<file path="src/verilog/trace_dma_pkg.sv">
package trace_dma_pkg;

  // bus and data widths.
  localparam int addr_width      = 36;
  localparam int data_width      = 64;
  localparam int beat_bytes      = 8;
  localparam int ctrl_addr_width = 12;

  // region size in bytes is region_unit shifted left by the 4-bit size field.
  localparam int region_unit = 64;

  localparam int fifo_depth     = 8;
  localparam int fifo_ptr_width = 3;

  // register byte offsets on the control port.
  localparam logic [ctrl_addr_width-1:0] reg_mode    = 12'd0;
  localparam logic [ctrl_addr_width-1:0] reg_base_lo = 12'd4;
  localparam logic [ctrl_addr_width-1:0] reg_base_hi = 12'd8;
  localparam logic [ctrl_addr_width-1:0] reg_size    = 12'd12;
  localparam logic [ctrl_addr_width-1:0] reg_offset  = 12'd16;
  localparam logic [ctrl_addr_width-1:0] reg_full    = 12'd20;
  localparam logic [ctrl_addr_width-1:0] reg_errors  = 12'd24;

  localparam logic [1:0] axi_resp_okay = 2'd0;

  typedef enum logic [1:0] {
    mode_stop = 2'd0, // capture halts at the region end.
    mode_wrap = 2'd1  // offset returns to zero at the region end.
  } write_mode_e;

  typedef enum logic [1:0] {
    st_idle,
    st_issue,
    st_stopped
  } writer_state_e;

endpackage

</file>
<file path="src/verilog/trace_axi_writer.sv">
`timescale 1ns/100ps

module trace_axi_writer
  import trace_dma_pkg::*;
(
  input  logic                  clk,
  input  logic                  rst,
  input  write_mode_e           mode,
  input  logic [addr_width-1:0] base_addr,
  input  logic [3:0]            size_field,
  input  logic                  offset_load,
  input  logic [31:0]           offset_value,
  input  logic                  full,
  input  logic                  fifo_valid,
  input  logic [data_width-1:0] fifo_data,
  output logic                  fifo_ready,
  output logic [addr_width-1:0] m_axi_awaddr,
  output logic                  m_axi_awvalid,
  input  logic                  m_axi_awready,
  output logic [data_width-1:0] m_axi_wdata,
  output logic                  m_axi_wvalid,
  input  logic                  m_axi_wready,
  input  logic [1:0]            m_axi_bresp,
  input  logic                  m_axi_bvalid,
  output logic [31:0]           write_offset,
  output logic                  full_set,
  output logic                  resp_error
);

  writer_state_e         state;
  logic [31:0]           offset;
  logic [31:0]           next_offset;
  logic [31:0]           region_end;
  logic                  at_end;
  logic                  aw_done;
  logic                  w_done;
  logic                  aw_hs;
  logic                  w_hs;
  logic                  write_done;
  logic [data_width-1:0] word;
  logic [addr_width-1:0] addr_q;

  assign region_end  = 32'(region_unit) << size_field;
  assign next_offset = offset + 32'(beat_bytes);
  assign at_end      = (mode == mode_stop) && (offset >= region_end);

  assign aw_hs      = m_axi_awvalid && m_axi_awready;
  assign w_hs       = m_axi_wvalid && m_axi_wready;
  assign write_done = (aw_done || aw_hs) && (w_done || w_hs); // channels may finish in any order.

  assign fifo_ready    = (state == st_idle) && !full && !at_end;
  assign m_axi_awvalid = (state == st_issue) && !aw_done;
  assign m_axi_wvalid  = (state == st_issue) && !w_done;
  assign m_axi_awaddr  = addr_q;
  assign m_axi_wdata   = word;
  assign write_offset  = offset;
  assign resp_error    = m_axi_bvalid && (m_axi_bresp != axi_resp_okay);

  // address and data are captured at the pop so they hold while a channel waits.
  always_ff @(posedge clk) begin
    if (fifo_valid && fifo_ready) begin
      word   <= fifo_data;
      addr_q <= base_addr + addr_width'(offset);
    end
  end

  always_ff @(posedge clk) begin
    if (rst) begin
      state    <= st_idle;
      offset   <= '0;
      aw_done  <= 1'b0;
      w_done   <= 1'b0;
      full_set <= 1'b0;
    end else begin
      full_set <= 1'b0;
      if (offset_load) begin
        offset <= offset_value;
      end else if ((state == st_issue) && write_done) begin
        offset <= (next_offset >= region_end && mode == mode_wrap) ? '0 : next_offset;
      end
      case (state)
        st_idle: begin
          if (fifo_valid && fifo_ready) begin
            state   <= st_issue;
            aw_done <= 1'b0;
            w_done  <= 1'b0;
          end
        end
        st_issue: begin
          if (aw_hs) aw_done <= 1'b1;
          if (w_hs) w_done <= 1'b1;
          if (write_done) begin
            if ((mode == mode_stop) && (next_offset >= region_end) && !offset_load) begin
              state    <= st_stopped;
              full_set <= 1'b1; // last beat of the region has landed.
            end else begin
              state <= st_idle;
            end
          end
        end
        st_stopped: begin
          if (offset_load && !full) state <= st_idle;
        end
        default: state <= st_idle;
      endcase
    end
  end

endmodule

</file>
<file path="src/verilog/trace_dma.sv">
`timescale 1ns/100ps

module trace_dma
  import trace_dma_pkg::*;
(
  input  logic                       clk,
  input  logic                       rst,
  input  logic                       ctrl_wen,
  input  logic [ctrl_addr_width-1:0] ctrl_waddr,
  input  logic [31:0]                ctrl_wdata,
  input  logic                       ctrl_ren,
  input  logic [ctrl_addr_width-1:0] ctrl_raddr,
  output logic [31:0]                ctrl_rdata,
  input  logic                       trace_valid,
  input  logic [data_width-1:0]      trace_data,
  output logic                       trace_ready,
  output logic                       trace_full,
  output logic [addr_width-1:0]      m_axi_awaddr,
  output logic                       m_axi_awvalid,
  input  logic                       m_axi_awready,
  output logic [data_width-1:0]      m_axi_wdata,
  output logic                       m_axi_wvalid,
  input  logic                       m_axi_wready,
  input  logic [1:0]                 m_axi_bresp,
  input  logic                       m_axi_bvalid
);

  write_mode_e           mode;
  logic [addr_width-1:0] base_addr;
  logic [3:0]            size_field;
  logic                  offset_load;
  logic [31:0]           offset_value;
  logic [31:0]           write_offset;
  logic                  full_set;
  logic                  resp_error;
  logic                  fifo_valid;
  logic [data_width-1:0] fifo_data;
  logic                  fifo_ready;

  trace_regs i_regs (
    .clk, .rst, .ctrl_wen, .ctrl_waddr, .ctrl_wdata, .ctrl_ren, .ctrl_raddr, .ctrl_rdata,
    .write_offset, .full_set, .resp_error, .mode, .base_addr, .size_field,
    .offset_load, .offset_value, .full(trace_full)
  );

  trace_fifo i_fifo (
    .clk, .rst, .in_valid(trace_valid), .in_data(trace_data), .in_ready(trace_ready),
    .out_valid(fifo_valid), .out_data(fifo_data), .out_ready(fifo_ready)
  );

  // the full level from the registers keeps the writer parked until software clears it.
  trace_axi_writer i_writer (
    .clk, .rst, .mode, .base_addr, .size_field, .offset_load, .offset_value,
    .full(trace_full), .fifo_valid, .fifo_data, .fifo_ready,
    .m_axi_awaddr, .m_axi_awvalid, .m_axi_awready, .m_axi_wdata, .m_axi_wvalid,
    .m_axi_wready, .m_axi_bresp, .m_axi_bvalid, .write_offset, .full_set, .resp_error
  );

endmodule

</file>
<file path="src/verilog/trace_fifo.sv">
`timescale 1ns/100ps

module trace_fifo
  import trace_dma_pkg::*;
(
  input  logic                  clk,
  input  logic                  rst,
  input  logic                  in_valid,
  input  logic [data_width-1:0] in_data,
  output logic                  in_ready,
  output logic                  out_valid,
  output logic [data_width-1:0] out_data,
  input  logic                  out_ready
);

  logic [data_width-1:0]     mem [fifo_depth];
  logic [fifo_ptr_width-1:0] wr_ptr;
  logic [fifo_ptr_width-1:0] rd_ptr;
  logic [fifo_ptr_width:0]   count;
  logic                      push;
  logic                      pop;

  // a full FIFO still takes a word when the head leaves in the same cycle.
  assign in_ready  = (count != (fifo_ptr_width + 1)'(fifo_depth)) || out_ready;
  assign out_valid = (count != '0);
  assign out_data  = mem[rd_ptr]; // first word falls through.

  assign push = in_valid && in_ready;
  assign pop  = out_valid && out_ready;

  always_ff @(posedge clk) begin
    if (push) begin
      mem[wr_ptr] <= in_data;
    end
  end

  always_ff @(posedge clk) begin
    if (rst) begin
      wr_ptr <= '0;
      rd_ptr <= '0;
      count  <= '0;
    end else begin
      if (push) wr_ptr <= wr_ptr + 1'b1;
      if (pop) rd_ptr <= rd_ptr + 1'b1;
      case ({push, pop})
        2'b10:   count <= count + 1'b1;
        2'b01:   count <= count - 1'b1;
        default: ;
      endcase
    end
  end

endmodule

</file>
<file path="src/verilog/trace_regs.sv">
`timescale 1ns/100ps

module trace_regs
  import trace_dma_pkg::*;
(
  input  logic                       clk,
  input  logic                       rst,
  input  logic                       ctrl_wen,
  input  logic [ctrl_addr_width-1:0] ctrl_waddr,
  input  logic [31:0]                ctrl_wdata,
  input  logic                       ctrl_ren,
  input  logic [ctrl_addr_width-1:0] ctrl_raddr,
  output logic [31:0]                ctrl_rdata,
  input  logic [31:0]                write_offset,
  input  logic                       full_set,
  input  logic                       resp_error,
  output write_mode_e                mode,
  output logic [addr_width-1:0]      base_addr,
  output logic [3:0]                 size_field,
  output logic                       offset_load,
  output logic [31:0]                offset_value,
  output logic                       full
);

  logic [15:0] err_count;

  // the writer loads the offset on the same edge that the write lands here.
  assign offset_load  = ctrl_wen && (ctrl_waddr == reg_offset);
  assign offset_value = ctrl_wdata;

  always_ff @(posedge clk) begin
    if (rst) begin
      mode       <= mode_stop;
      base_addr  <= '0;
      size_field <= '0;
    end else if (ctrl_wen) begin
      case (ctrl_waddr)
        reg_mode:    mode <= write_mode_e'(ctrl_wdata[1:0]);
        reg_base_lo: base_addr[31:0] <= ctrl_wdata;
        reg_base_hi: base_addr[addr_width-1:32] <= ctrl_wdata[addr_width-33:0];
        reg_size:    size_field <= ctrl_wdata[3:0];
        default: ;
      endcase
    end
  end

  // software write has priority over the set strobe from the writer.
  always_ff @(posedge clk) begin
    if (rst) begin
      full <= 1'b0;
    end else if (ctrl_wen && (ctrl_waddr == reg_full)) begin
      full <= ctrl_wdata[0];
    end else if (full_set) begin
      full <= 1'b1;
    end
  end

  always_ff @(posedge clk) begin
    if (rst) begin
      err_count <= '0;
    end else if (ctrl_wen && (ctrl_waddr == reg_errors)) begin
      err_count <= '0;
    end else if (resp_error && (err_count != 16'hffff)) begin
      err_count <= err_count + 16'd1; // saturates at all ones.
    end
  end

  always_ff @(posedge clk) begin
    if (rst) begin
      ctrl_rdata <= '0;
    end else if (ctrl_ren) begin
      case (ctrl_raddr)
        reg_mode:    ctrl_rdata <= {30'd0, mode};
        reg_base_lo: ctrl_rdata <= base_addr[31:0];
        reg_base_hi: ctrl_rdata <= {{(64 - addr_width){1'b0}}, base_addr[addr_width-1:32]};
        reg_size:    ctrl_rdata <= {28'd0, size_field};
        reg_offset:  ctrl_rdata <= write_offset;
        reg_full:    ctrl_rdata <= {31'd0, full};
        reg_errors:  ctrl_rdata <= {16'd0, err_count};
        default:     ctrl_rdata <= '0;
      endcase
    end
  end

endmodule
</file>
<file path="config.mk">
export PLATFORM = sky130hd
export DESIGN_NAME = trace_dma
export DESIGN_NICKNAME = d
export VERILOG_FILES = /design/src/verilog/trace_dma_pkg.sv /design/src/verilog/trace_axi_writer.sv /design/src/verilog/trace_dma.sv /design/src/verilog/trace_fifo.sv /design/src/verilog/trace_regs.sv
export SDC_FILE = /design/constraint.sdc
export NUM_CORES = 1
export LEC_CHECK = 0
export ABC_AREA = 0
export BUFFER_PORTS_ARGS = -buffer_cell sky130_fd_sc_hd__buf_4
export CAP_MARGIN = 20
export CORE_MARGIN = 1
export CORE_UTILIZATION = 54
export CTS_CLUSTER_SIZE = 24
export DETAILED_ROUTE_END_ITERATION = 10
export GPL_TIMING_DRIVEN = 0
export PLACE_DENSITY = 0.75
export RECOVER_POWER = 50
export REMOVE_ABC_BUFFERS = 1
export SETUP_SLACK_MARGIN = 0.05
export SLEW_MARGIN = 10
export SYNTH_ARGS = -nofsm -noshare
export SYNTH_HDL_FRONTEND = slang
export SYNTH_HIERARCHICAL = 1
export SYNTH_SLANG_ARGS = --single-unit
</file>
<file path="constraint.sdc">
create_clock -name clk -period 10.8 [get_ports clk]
set_clock_uncertainty 0.15 [all_clocks]
set_input_delay 2.16 -clock clk [delete_from_list [all_inputs] [get_ports clk]]
set_output_delay 2.16 -clock clk [all_outputs]
set_load 0.005 [all_outputs]
</file>
==> out/results.ini <==
[logic_synthesis]
synth_most_common_cell=edfxtp_1
synthArstFlopShare=0
synth-seq-cells=753
yosysWarnings=6
syn_area_mm2=0.0323
ys.flop_type=edfxtp_1
synth-edff-count=612
synth_area_per_cell_um2=15.3
yosys.area.top_type=edfxtp_1
synth_cells=2103
yosysTopAreaCellShare=0.570
synth_seq_area_share=0.657
ys_types=87
synth.area.top_cells=edfxtp_1, mux4_2, dfxtp_1
netlist_top_cells_count=edfxtp_1, nand2_1, dfxtp_1, mux4_2, nor2_1

[cells_and_area]
fin_nets=2605
stdcell_area_mm2=0.0377
area_growth_pct=16.8
post-route-util=0.638
drive_gt1_frac=0.247

[die]
die_width_um=246
pin_count=266
die_h_um=246
core_area_mm2=0.0590
die_area_mm2=0.0607
fp-row-count=89
start_util=0.547

[global_routing]
grt_max_degree=88
overflow=0
grt_pass1_vias=19379
grt.total_usage=0.249
grt_pass1_wl_um=114000
antenna_found_initial=6

[setup_path]
slowest_stage=clkbuf_1
path_buf_inv=1
slowest_delay_ns=2.79
critPathKind=in2reg
cp-end-kind=flop
arrival_ns=7.55
crit_path_start_kind=input pin
cp_max_fo=87
cp.required_ns=11.12
worstPathCellList=clkbuf_1 -> nor2_1 -> nand2_1 -> o21ai_0
cp_top_family=buffers and inverters

[clocking]
cts_setup_buffers=0
cts-resized-gates=0
clock_latency_ns=0.62
numClockSinks=753
cts_max_level=3
hold_buffers=0
clockBufferDepth=3
clk_pin_slew_ns=0.06
cts_made_buffers=77
root_buffer=clkbuf_16
cts_tree=built

[placed_design]
gpl.final_weighted_congestion=0.956
hpwl_um=52200
place_area_mm2=0.0355
port_buffers=265

[timing]
hold_viol_final=0
max_freq_mhz=138
post-route-period-util=0.669
max_slew_margin=-1.71
tightest_slew_ns=4.06
rsz0062_at_grt=no
finalMaxSlewViolations=254
setup_viol=0
finalCriticalPeriod_ns=7.23

[run]
drv_cap=5

[pwr]
internal_power_mw=5.85
switchingPower_mw=1.96
p_total_mw=7.81
peakVddDrop_mv=0.217
p_comb_frac=0.193
power.density_mw_per_mm2=207
p_seq_frac=0.467
sw_frac_of_total=0.251
power.leakage_nw=12.9
power.clock.fraction=0.340

[routing]
wire_per_inst_um=23.5
vias=19506
totalWireLength_um=76100
vias_per_cell=6.02
drc=0
drtAntennaViolNets=0
drt-initial-drc-count=1532
drtPass1Iterations=6

[worst_hold_path]
worstHoldPathType=reg2reg

[run_status]
status=complete, but fails checks
violations=max-capacitance violations, max-slew violations

[metal layers]
layer / up-vias / global-route usage / routed length (um)
met5: - / 0 / 68
met4: 10 / 0.0770 / 2180
met3: 156 / 0.0469 / 5410
met2: 778 / 0.436 / 38700
met1: 9707 / 0.314 / 29700
li1: 8855 / - / -
[power groups by stage]
stage	logic, mW	clock network [mW]	registers, mW
detailed placement	1.54	0	3.71
CTS	1.55	2.70	3.66
global placement	1.29	0	3.90
finish	1.51	2.65	3.65
floorplan	0.749	0	3.87
global route	1.62	2.81	3.67
[kinds of logic (layout without fill, tap and decap cells)]
| family | count (synthesis) | count (layout) | synth area share |
|---|---|---|---|
| AO/OA/AOI/OAI | 330 | 330 | 0.0679 |
| XOR/XNOR | 56 | 56 | 0.0152 |
| adder cells (fa/ha/maj) | 73 | 73 | 0.0286 |
| buffers and inverters | 152 | 516 | 0.0258 |
| flip-flops | 753 | 753 | 0.657 |
| multiplexers | 232 | 232 | 0.125 |
| other | 0 | 1 | 0 |
| AND/OR/NAND/NOR | 507 | 507 | 0.0798 |
[worst register-to-register path: cells and delay by family, from the launching register on]
| kind | cells | cell delay [ns] |
|---|---|---|
| buffers and inverters | 2 | 4.30 |
| flip-flops | 1 | 1.67 |
| multiplexers | 2 | 0.87 |
[cell usage in the layout, fill, tap and decap left out, drive strengths merged, types with 25 or more instances in the layout]
| cell | count |
|---|---|
| nand3 | 35 |
| nand2 | 183 |
| xor2 | 25 |
| inv | 29 |
| o21ai | 77 |
| mux4 | 130 |
| mux2 | 79 |
| ha | 72 |
| clkinv | 28 |
| xnor2 | 31 |
| nand4 | 34 |
| nor2 | 112 |
| a21oi | 90 |
| buf | 182 |
| clkbuf | 269 |
| dfxtp | 141 |
| edfxtp | 612 |
| a22oi | 32 |
[registers in the layout, summed over array words and instances, names as in the netlist, 2 cells and up, named ones only]
name,flops
i_fifo/mem,512
i_writer/m_axi_wdata,64
i_regs/base_addr,36
i_writer/m_axi_awaddr,36
i_regs/ctrl_rdata,32
i_writer/write_offset,32
i_regs/err_count,16
i_fifo/count,4
i_regs/size_field,4
i_fifo/rd_ptr,3
i_fifo/wr_ptr,3
i_regs/mode,2
i_writer/state,2
[stage by stage]
stage / setup WS (ns) / std cells / setup TNS [ns] / hold WS (ns)
final: 3.57 / 3241 / 0 / 0.302
after global routing: 3.07 / 3241 / 0 / 0.314
after CTS: 4.19 / 3238 / 0 / 0.307
after detailed placement: 4.85 / 3094 / 0 / 0.294
after global placement: -7.37 / 3015 / -1643.27 / 0.288
after floorplan: 0.195 / 1977 / 0 / 0.295
[path summary, 6_finish.rpt]
| kind | endpoint | start | slack (ns) | depth (start not counted) |
|---|---|---|---|---|
| max | i_regs/ctrl_rdata[5]$_SDFFE_PP0P_ | rst | 3.57 | 4 |
| max reg2reg | i_writer/m_axi_wdata[57]$_DFFE_PP_ | flop | 3.57 | 4 |
| min | i_regs/ctrl_rdata[12]$_SDFFE_PP0P_ | i_regs/ctrl_rdata[12]$_SDFFE_PP0P_ | 0.30 | 2 |
| min reg2reg | i_regs/ctrl_rdata[12]$_SDFFE_PP0P_ | i_regs/ctrl_rdata[12]$_SDFFE_PP0P_ | 0.30 | 2 |
[final cells by class]
class                           count  area, um^2
Inverter                           26        97.6
Timing Repair Buffer              346        2590
Sequential cell                   753       21200
Clock buffer                      105        2150
Antenna cell                        1        2.50
Multi-Input combinational cell   1198       10300
Fill cell                        4233       21300
Clock inverter                     39         407
Tap cell                          773         967
No activity file was read; power rests on OpenSTA's default activity.
